### src/source/rv32i_types_pkg.sv
// Shared widths and memory-operation encoding for the RV32I load/store unit.
// Every module of the unit takes what it needs from here by scoped name.
`default_nettype none

package rv32i_types_pkg;

  // ########################################
  // Widths
  // ########################################

  // Data path and address width of the core.
  localparam int unsigned xlen = 32;

  // Word-address bits of the data RAM; 8 bits give 256 words, or 1 KiB.
  localparam int unsigned ram_addr_w = 8;

  // ########################################
  // Memory operations
  // ########################################

  // One type names both loads and stores, as on the core's memory port.
  // The byte and halfword loads come in signed and unsigned flavours.
  typedef enum logic [2:0] {
    LB  = 3'd0,
    LH  = 3'd1,
    LW  = 3'd2,
    LBU = 3'd3,
    LHU = 3'd4,
    SB  = 3'd5,
    SH  = 3'd6,
    SW  = 3'd7
  } load_t;

endpackage

`default_nettype wire

### src/source/agu.sv
// Address generation unit.
// Adds the operands, picks the byte lanes and flags misaligned accesses.
`timescale 1ns/1ps
`default_nettype none

module agu (
  input  wire logic [rv32i_types_pkg::xlen-1:0] port_a,
  input  wire logic [rv32i_types_pkg::xlen-1:0] port_b,
  input  wire rv32i_types_pkg::load_t           load_type,
  output logic      [3:0]                       byte_en,
  output logic      [rv32i_types_pkg::xlen-1:0] address,
  output logic                                  mal_addr
);

  logic [1:0] byte_offset;
  logic [3:0] lane_en;
  logic       misaligned;

  // Effective address is base plus offset, with no carry-out kept.
  assign address     = port_a + port_b;
  assign byte_offset = address[1:0];

  // ########################################
  // Lane selection
  // ########################################

  // The access width comes from the operation; the low address bits
  // say where inside the word the access lands.
  always_comb begin
    lane_en    = 4'b0000;
    misaligned = 1'b0;
    case (load_type)
      rv32i_types_pkg::LB,
      rv32i_types_pkg::LBU,
      rv32i_types_pkg::SB: begin
        // A byte is always aligned and owns exactly one lane.
        lane_en = 4'b0001 << byte_offset;
      end
      rv32i_types_pkg::LH,
      rv32i_types_pkg::LHU,
      rv32i_types_pkg::SH: begin
        // Bit 1 picks the upper or lower pair.
        // An odd offset would straddle two pairs.
        lane_en    = byte_offset[1] ? 4'b1100 : 4'b0011;
        misaligned = byte_offset[0];
      end
      rv32i_types_pkg::LW,
      rv32i_types_pkg::SW: begin
        // Words must sit on a word boundary.
        lane_en    = 4'b1111;
        misaligned = (byte_offset != 2'b00);
      end
      default: begin
        lane_en    = 4'b0000;
        misaligned = 1'b0;
      end
    endcase
  end

  // ########################################
  // Outputs
  // ########################################

  // A misaligned access touches no lane at all, so nothing downstream
  // can write a partial word by accident.
  assign mal_addr = misaligned;
  assign byte_en  = misaligned ? 4'b0000 : lane_en;

endmodule

`default_nettype wire

### config.mk
export PLATFORM = sky130hd
export DESIGN_NAME = agu
export DESIGN_NICKNAME = d
export VERILOG_FILES = /design/src/source/rv32i_types_pkg.sv /design/src/source/agu.sv
export SDC_FILE = /design/constraint.sdc
export NUM_CORES = 1
export LEC_CHECK = 0
export BUFFER_PORTS_ARGS = -buffer_cell sky130_fd_sc_hd__buf_2
export CELL_PAD_IN_SITES_DETAIL_PLACEMENT = 0
export CELL_PAD_IN_SITES_GLOBAL_PLACEMENT = 1
export CORE_ASPECT_RATIO = 0.7
export CORE_MARGIN = 8
export CORE_UTILIZATION = 25
export DETAILED_ROUTE_END_ITERATION = 8
export GPL_ROUTABILITY_DRIVEN = 1
export PLACE_DENSITY = 0.81
export REMOVE_ABC_BUFFERS = 1
export SYNTH_ARGS = -nofsm -noshare
export SYNTH_HDL_FRONTEND = slang
export SYNTH_SLANG_ARGS = --single-unit
### constraint.sdc
create_clock -name vclk -period 3.1
set_input_delay 0.62 -clock vclk [all_inputs]
set_output_delay 0.62 -clock vclk [all_outputs]
set_load 0.005 [all_outputs]
After elaboration in Yosys (flattened, before gate mapping). Index checks and enable logic that the tools add are counted.

Output and inout port bits: 37. Bits in registers: 0. Input port bits: 67.

Shift-type cells: 1. Multiplexer cells: 4. $add $sub $neg: 1. Reductions and logical operators: 5. Eq/ne operators: 7.

Operator list (count): $add 32x32->32 (1); $eq 3x3->1 const B (4); $pmux 4 s3 (1); $mux 4 (2); $eq 3x2->1 const B (2); $reduce_or 3->1 (2); $shl 1x2->4 const A (1); $eq 3x1->1 const B (1); $logic_not 3->1 (1); $pmux 1 s2 (1); $reduce_bool 2->1 (1); $reduce_or 2->1 (1).

Logic depth before layout (Yosys ltp). Gate-level depths: netlist of the first run.

Word-level depth: 4. Gate-level depth with buffers: 10. Mapped depth without buffers: 9.

Worst setup path after synthesis of the first run. No wires, ideal clock.

Path kind: input-to-output. Start point: in port_a[0] (netlist name). End point: out address[28] (netlist name). Buffers on the path: 0. Setup slack: 0.020 ns. Cell stages on the path: 9. Data required time: 2.480 ns. Arrival time: 2.460 ns. Cell sequence: ha_1 > inv_1 > fa_1 > nor2b_1 > o2111ai_2 > a211oi_1 > o21ai_0 > a31oi_1 > xor2_1.

Word-level cells in the longest chain between the ends: 1.

Ends and longest elaborated chain: from (decl) (line agu.sv:7) `input wire logic [rv32i_types_pkg::xlen-1:0] port_a,`; $add 32x32->32 (line agu.sv:20) `assign address = port_a + port_b;`; to (decl) (line agu.sv:11) `output logic [rv32i_types_pkg::xlen-1:0] address,`.

No other way between the ends.

Worst setup path in the final report of the first run.
Start point: in port_b[0] (netlist name). End point: out address[16] (netlist name).

Word-level cells in the longest chain between the ends: 1.

Ends and longest elaborated chain: from (decl) (line agu.sv:8) `input wire logic [rv32i_types_pkg::xlen-1:0] port_b,`; $add 32x32->32 (line agu.sv:20).

No other way between the ends.

==> metrics.txt, run 1 <==
CTS Hold Bufs 0; starting utilization of the core area 26.07%; crit path max fanout 3; maximum vdd ir drop 0.1199 mV; die footprint 11490 um2; worst slack after detailed placement -0.3262 ns; setup repair after global routing missed its margin true; violated checks negative setup slack; die boundary height 92.12 um; kind of path behind the tightest hold check in -> out; pin count of the biggest net entering global routing 11; most common cell after layout, fill and taps aside sky130_fd_sc_hd__buf_2; detailed-routing iteration count for the pre-antenna-repair pass 5; count of port buffers added during placement 104; fraction of layout cells with a size suffix above 1 51.41%; crit path from port_b[0]; post-detailed-routing wire length 9400 um; critical-path cell list buf_8 > ha_4 > inv_2 > fa_2 > nor2b_4 > o2111ai_4 > a211oi_2 > buf_4 > o2111ai_2 > a21oi_2 > xor2_1 > buf_2; share of synthesized area occupied by flip-flops and latches 0%; Seq Cell Count 0; max-slew violation total from the final report 0; top-area cell type share of the netlist area 18.74%; # nets final 562; Setup crit start kind input port; Reg power frac 0%; final weighted congestion in routability-driven placement 0.9552; share of total power in the clock network 0%; data arrival at the endpoint of the critical path 2.63 ns; Avg Cell Area, Syn 6.785 um2; net switching component of the power 431.4 uW; overall global routing resource usage 14.56%; placed instance count 553; worst-case hold slack 1.568 ns; synth warn 0; leakage power of the design 0.001620 uW; highest-delay cell along the critical path sky130_fd_sc_hd__fa_2; fraction of power consumed by combinational cells 100.0%; Crit Path Category in -> out; first-pass GRT wire length 14590 um; row count 27; cells after synthesis 305; post-route cell area 3588 um2; post-placement cell area 3098 um2; Final setup violation count 11; minimum clock period 3.247 ns; stage delay of the slowest cell on the critical path 0.36 ns; number of hold violations in the final report 0; count of vias placed by the detailed router 2942; critical path endpoint category output pin; Post-Syn Area 2069 um2; area added between synthesis and finish 73.40%; Setup WS post-layout -0.1471 ns; maximum achievable frequency 308.0 MHz; remaining antenna violation count 0; synth unique cells 54; Crit path required time 2.48 ns; cell type with the largest total area after synthesis sky130_fd_sc_hd__ha_1; pwr dens 235.7 nW/um2; detailed-route wire length per cell 16.73 um; Avg Vias per Cell 5.235; number of max-cap violations 0; count of boundary I/O pins 104; placeable core region 7939 um2; highest-count cells in the layout ignoring fill and taps sky130_fd_sc_hd__buf_2 (97), sky130_fd_sc_hd__buf_4 (62), sky130_fd_sc_hd__nand2_1 (28); first-iteration detailed-routing DRC count 165; leftover overflow at the end of global routing 0; cells taking the most area after synthesis sky130_fd_sc_hd__ha_1 (19%), sky130_fd_sc_hd__a21oi_1 (8.9%), sky130_fd_sc_hd__xor2_1 (6.3%); post-route insts no fill 562; footprint of the flip-flops and latches 0 um2; worst slew margin relative to its limit 70.79%; via count of the first global-routing pass 3007; internal portion of total power 414.5 uW; run status finished with violations; slew at the pin closest to its max-slew limit 0.4381 ns; number of antenna violations at the first check in global routing 0; count of clock buffers in the final design 0; termination of the worst setup path address[16]; number of remaining DRC errors 0; dpl hpwl 7496 um; Period Utilization, post-route 104.7%; die width 124.7 um; net switching share of the total power 51.00%; total inserted antenna cells 0
==> Yosys cell counts (3+ instances only) <==
cell type                   n
sky130_fd_sc_hd__nand4_1    8
sky130_fd_sc_hd__or3_1      4
sky130_fd_sc_hd__o221ai_1   3
sky130_fd_sc_hd__nand2_1   32
sky130_fd_sc_hd__a21oi_1   37
sky130_fd_sc_hd__a21oi_2    3
sky130_fd_sc_hd__nor2_1    25
sky130_fd_sc_hd__o21a_1     8
sky130_fd_sc_hd__inv_1     11
sky130_fd_sc_hd__a31oi_1    4
sky130_fd_sc_hd__nor3_1     5
sky130_fd_sc_hd__a211oi_1   5
sky130_fd_sc_hd__and3_1     4
sky130_fd_sc_hd__nand3_1    9
sky130_fd_sc_hd__a21o_1     6
sky130_fd_sc_hd__o211ai_1   6
sky130_fd_sc_hd__nor2b_1    3
sky130_fd_sc_hd__ha_1      31
sky130_fd_sc_hd__xor2_1    15
sky130_fd_sc_hd__clkbuf_1  12
sky130_fd_sc_hd__xnor2_1   14
sky130_fd_sc_hd__o21ai_0   19
sky130_fd_sc_hd__and2_1     3
==> worst max-delay path, delay by kind of cell <==
kind / cells / cell delay [ns]
compound gates: 4 / 0.74
fa+ha+maj: 2 / 0.49
buf+inv: 4 / 0.43
xor+xnor: 1 / 0.19
simple gates: 1 / 0.16
==> area by class of cell <==
type                            instances  area (um2)
Timing Repair Buffer                  172        1101
Inverter                               11       41.29
Tap cell                              101       126.4
Fill cell                             759        4350
Multi-Input combinational cell        278        2320
==> stage by stage <==
| stage | setup TNS (ns) | util (%) | total power [uW] |
|---|---|---|---|
| after detailed placement | -3.708 | 39.02 | 724.8 |
| after global routing | -2.105 | 45.20 | 922.2 |
| final | -0.8641 | 45.20 | 845.9 |
| after CTS | -1.256 | 41.75 | 770.8 |
| after floorplan | -0.02626 | - | 382.2 |
| after global placement | -2.805 | 39.02 | 714.5 |
==> power groups by stage <==
| stage | Clock, uW | Sequential (uW) | Combinational (uW) |
|---|---|---|---|
| final | 0 | 0 | 846 |
| after global routing | 0 | 0 | 922 |
| after CTS | 0 | 0 | 771 |
| after detailed placement | 0 | 0 | 725 |
| after global placement | 0 | 0 | 715 |
| after floorplan | 0 | 0 | 382 |
==> cells by family after synthesis <==
| family | count (synthesis) | synth area share, % |
|---|---|---|
| xor+xnor | 29 | 12.27 |
| fa+ha+maj | 32 | 19.71 |
| compound gates | 113 | 37.97 |
| buf+inv | 27 | 5.562 |
| simple gates | 104 | 24.49 |
==> metal layers <==
metal | share of wire, % | vias to the layer above | routed length [um] | track usage, %
met3 | 4.9 | 8 | 462 | 0.9776
met2 | 47 | 120 | 4455 | 25.06
li1 | - | 1451 | - | -
met5 | 0 | - | 0 | 0
met4 | 0.74 | 0 | 70 | 0.3996
met1 | 47 | 1363 | 4411 | 20.35
==> worst min path at each step <==
stage                    end    startpoint  depth (start not counted)
floorplan           mal_addr  load_type[0]                          1
global placement    mal_addr  load_type[0]                          3
detailed placement  mal_addr  load_type[0]                          3
CTS                 mal_addr  load_type[0]                          3
global route        mal_addr  load_type[0]                          3
finish              mal_addr  load_type[0]                          3
==> timing repair <==
item | in CTS | in global routing
setup endpoints to repair | 19 | 19
buffers inserted | 5 | 5
pin swaps | 24 | 27
resized for setup | 30 | 54
No activity file was read; power rests on OpenSTA's default activity.
==> run 2: changes to the inputs <==
--- a/config.mk
+++ b/config.mk
@@ -5,7 +5,7 @@
 export SDC_FILE = /design/constraint.sdc
 export NUM_CORES = 1
 export LEC_CHECK = 0
-export BUFFER_PORTS_ARGS = -buffer_cell sky130_fd_sc_hd__buf_2
+export BUFFER_PORTS_ARGS = -buffer_cell sky130_fd_sc_hd__buf_4
 export CELL_PAD_IN_SITES_DETAIL_PLACEMENT = 0
 export CELL_PAD_IN_SITES_GLOBAL_PLACEMENT = 1
 export CORE_ASPECT_RATIO = 0.7
@@ -13,7 +13,7 @@
 export CORE_UTILIZATION = 25
 export DETAILED_ROUTE_END_ITERATION = 8
 export GPL_ROUTABILITY_DRIVEN = 1
-export PLACE_DENSITY = 0.81
+export PLACE_DENSITY = 0.79
 export REMOVE_ABC_BUFFERS = 1
 export SYNTH_ARGS = -nofsm -noshare
 export SYNTH_HDL_FRONTEND = slang
==> constraint.sdc (replaced) <==
create_clock -name vclk -period 3.6
set_input_delay 0.72 -clock vclk [all_inputs]
set_output_delay 0.72 -clock vclk [all_outputs]
set_load 0.005 [all_outputs]
==> metrics.txt, run 2 (same netlist as run 1, synthesis figures left out) <==
first-iteration detailed-routing DRC count 157 (was 165); die footprint 11490 um2 (unchanged); final weighted congestion in routability-driven placement 0.9233 (was 0.9552); post-route cell area 3156 um2 (was 3588 um2); number of max-cap violations 0 (unchanged); fraction of layout cells with a size suffix above 1 36.71% (was 51.41%); most common cell after layout, fill and taps aside sky130_fd_sc_hd__buf_4 (was sky130_fd_sc_hd__buf_2); critical path endpoint category output pin (unchanged); count of port buffers added during placement 104 (unchanged); die width 124.7 um (unchanged); worst slew margin relative to its limit 72.24% (was 70.79%); detailed-routing iteration count for the pre-antenna-repair pass 4 (was 5); via count of the first global-routing pass 2641 (was 3007); detailed-route wire length per cell 15.63 um (was 16.73 um); number of antenna violations at the first check in global routing 0 (unchanged); kind of path behind the tightest hold check in -> out (unchanged); first-pass GRT wire length 12920 um (was 14590 um); pwr dens 207.9 nW/um2 (was 235.7 nW/um2); number of hold violations in the final report 0 (unchanged); max-slew violation total from the final report 0 (unchanged); met3 Track Usage GR 1.668% (was 0.9776%); count of boundary I/O pins 104 (unchanged); highest-count cells in the layout ignoring fill and taps sky130_fd_sc_hd__buf_4 (125), sky130_fd_sc_hd__a21oi_1 (35), sky130_fd_sc_hd__nand2_1 (32) (was sky130_fd_sc_hd__buf_2 (97), sky130_fd_sc_hd__buf_4 (62), sky130_fd_sc_hd__nand2_1 (28)); crit path max fanout 5 (was 3); leftover overflow at the end of global routing 0 (unchanged); met1 Resource Use GR 18.51% (was 20.35%); slew at the pin closest to its max-slew limit 0.4164 ns (was 0.4381 ns); placeable core region 7939 um2 (unchanged); die boundary height 92.12 um (unchanged); post-detailed-routing wire length 8052 um (was 9400 um); met2 usage in global routing 20.39% (was 25.06%); Setup crit start kind input port (unchanged); post-route insts no fill 515 (was 562); remaining antenna violation count 0 (unchanged); worst slack after detailed placement -0.06165 ns (was -0.3262 ns); number of remaining DRC errors 0 (unchanged); starting utilization of the core area 26.07% (unchanged); pin count of the biggest net entering global routing 10 (was 11); dpl hpwl 6974 um (was 7496 um); row count 27 (unchanged); Period Utilization, post-route 97.32%; Crit Path Category in -> out (unchanged); # nets final 515 (was 562); count of buffers added by post-CTS timing repair for setup 0 (was 5); total inserted antenna cells 0 (unchanged); footprint of the flip-flops and latches 0 um2 (unchanged); Crit path required time 2.88 ns (was 2.48 ns); post-placement cell area 3080 um2 (was 3098 um2); overall global routing resource usage 12.79% (was 14.56%); placed instance count 516 (was 553); minimum clock period 3.504 ns; sum of internal, switching and leakage power 655.9 uW (was 845.9 uW); final design utilization 39.75% (was 45.20%); run status complete, no violations (was finished with violations); count of vias placed by the detailed router 2653 (was 2942); data arrival at the endpoint of the critical path 2.78 ns (was 2.63 ns); setup repair after global routing missed its margin true (unchanged); Avg Vias per Cell 5.151 (was 5.235); Final setup violation count 0 (was 11); area added between synthesis and finish 52.48% (was 73.40%); Setup WS post-layout 0.09643 ns (was -0.1471 ns); count of clock buffers in the final design 0 (unchanged); maximum achievable frequency 285.4 MHz; CTS Hold Bufs 0 (unchanged); leakage power of the design 0.001431 uW (was 0.001620 uW); maximum vdd ir drop 0.09151 mV (was 0.1199 mV); Seq Cell Count 0 (unchanged); most congested layer reported by global routing met2 (unchanged)
[run 2: changes by cell type in the layout (fill, tap and decap cells not counted), moves of 3 or more]
cell                      before  now
sky130_fd_sc_hd__buf_4        62  125
sky130_fd_sc_hd__nand2_2       3    0
sky130_fd_sc_hd__ha_1         20   29
sky130_fd_sc_hd__a21oi_1      26   35
sky130_fd_sc_hd__nand2_1      28   32
sky130_fd_sc_hd__buf_2        97    0
sky130_fd_sc_hd__ha_4         10    0
sky130_fd_sc_hd__buf_6        12    0
sky130_fd_sc_hd__a21oi_2      13    4
[run 2: cell type report]
| cell class | count | area [um2] |
|---|---|---|
| well taps | 101 | 126.4 |
| repair buffers | 125 | 938.4 |
| fillers | 830 | 4783 |
| inverters | 11 | 41.29 |
| multi-input cells | 278 | 2049 |
[run 2: path summary, 6_finish.rpt]
check / start / endpoint / depth (start not counted)
max: port_a[4] / address[18] / 9
min: load_type[0] / mal_addr / 3
[run 2: repair_timing]
action                     CTS  global route
setup endpoints to repair    8            10
pin swaps                    6            12
gates cloned                 0             0
resized for setup            7            14
[run 2: stage by stage]
step	hold slack [ns]	TNS (ns)
6_report	1.734	0
5_1_grt	1.768	-0.02018
4_1_cts	1.737	0
3_5_place_dp	1.737	-0.1874
3_3_place_gp	1.736	-0.03563
2_1_floorplan	1.496	0
[run 2: worst max-delay path, stage by stage]
cell	delay [ns]
sky130_fd_sc_hd__buf_4	0.11
sky130_fd_sc_hd__ha_1	0.35
sky130_fd_sc_hd__a21o_1	0.19
sky130_fd_sc_hd__a21oi_2	0.23
sky130_fd_sc_hd__a2111oi_4	0.10
sky130_fd_sc_hd__or4b_4	0.62
sky130_fd_sc_hd__a21oi_4	0.17
sky130_fd_sc_hd__xnor2_2	0.14
sky130_fd_sc_hd__buf_4	0.14
[run 2: routing by layer]
layer | up-vias | wire, um
met3 | 2 | 478
met4 | 0 | 27
met2 | 84 | 3502
met1 | 1207 | 4044
li1 | 1360 | -
met5 | - | 0
[run 2: power by group]
part / leakage [uW] / internal (uW) / switching (uW)
logic: 0.00143 / 331 / 325
registers: 0 / 0 / 0
clock network: 0 / 0 / 0
total: 0.00143 / 331 / 325
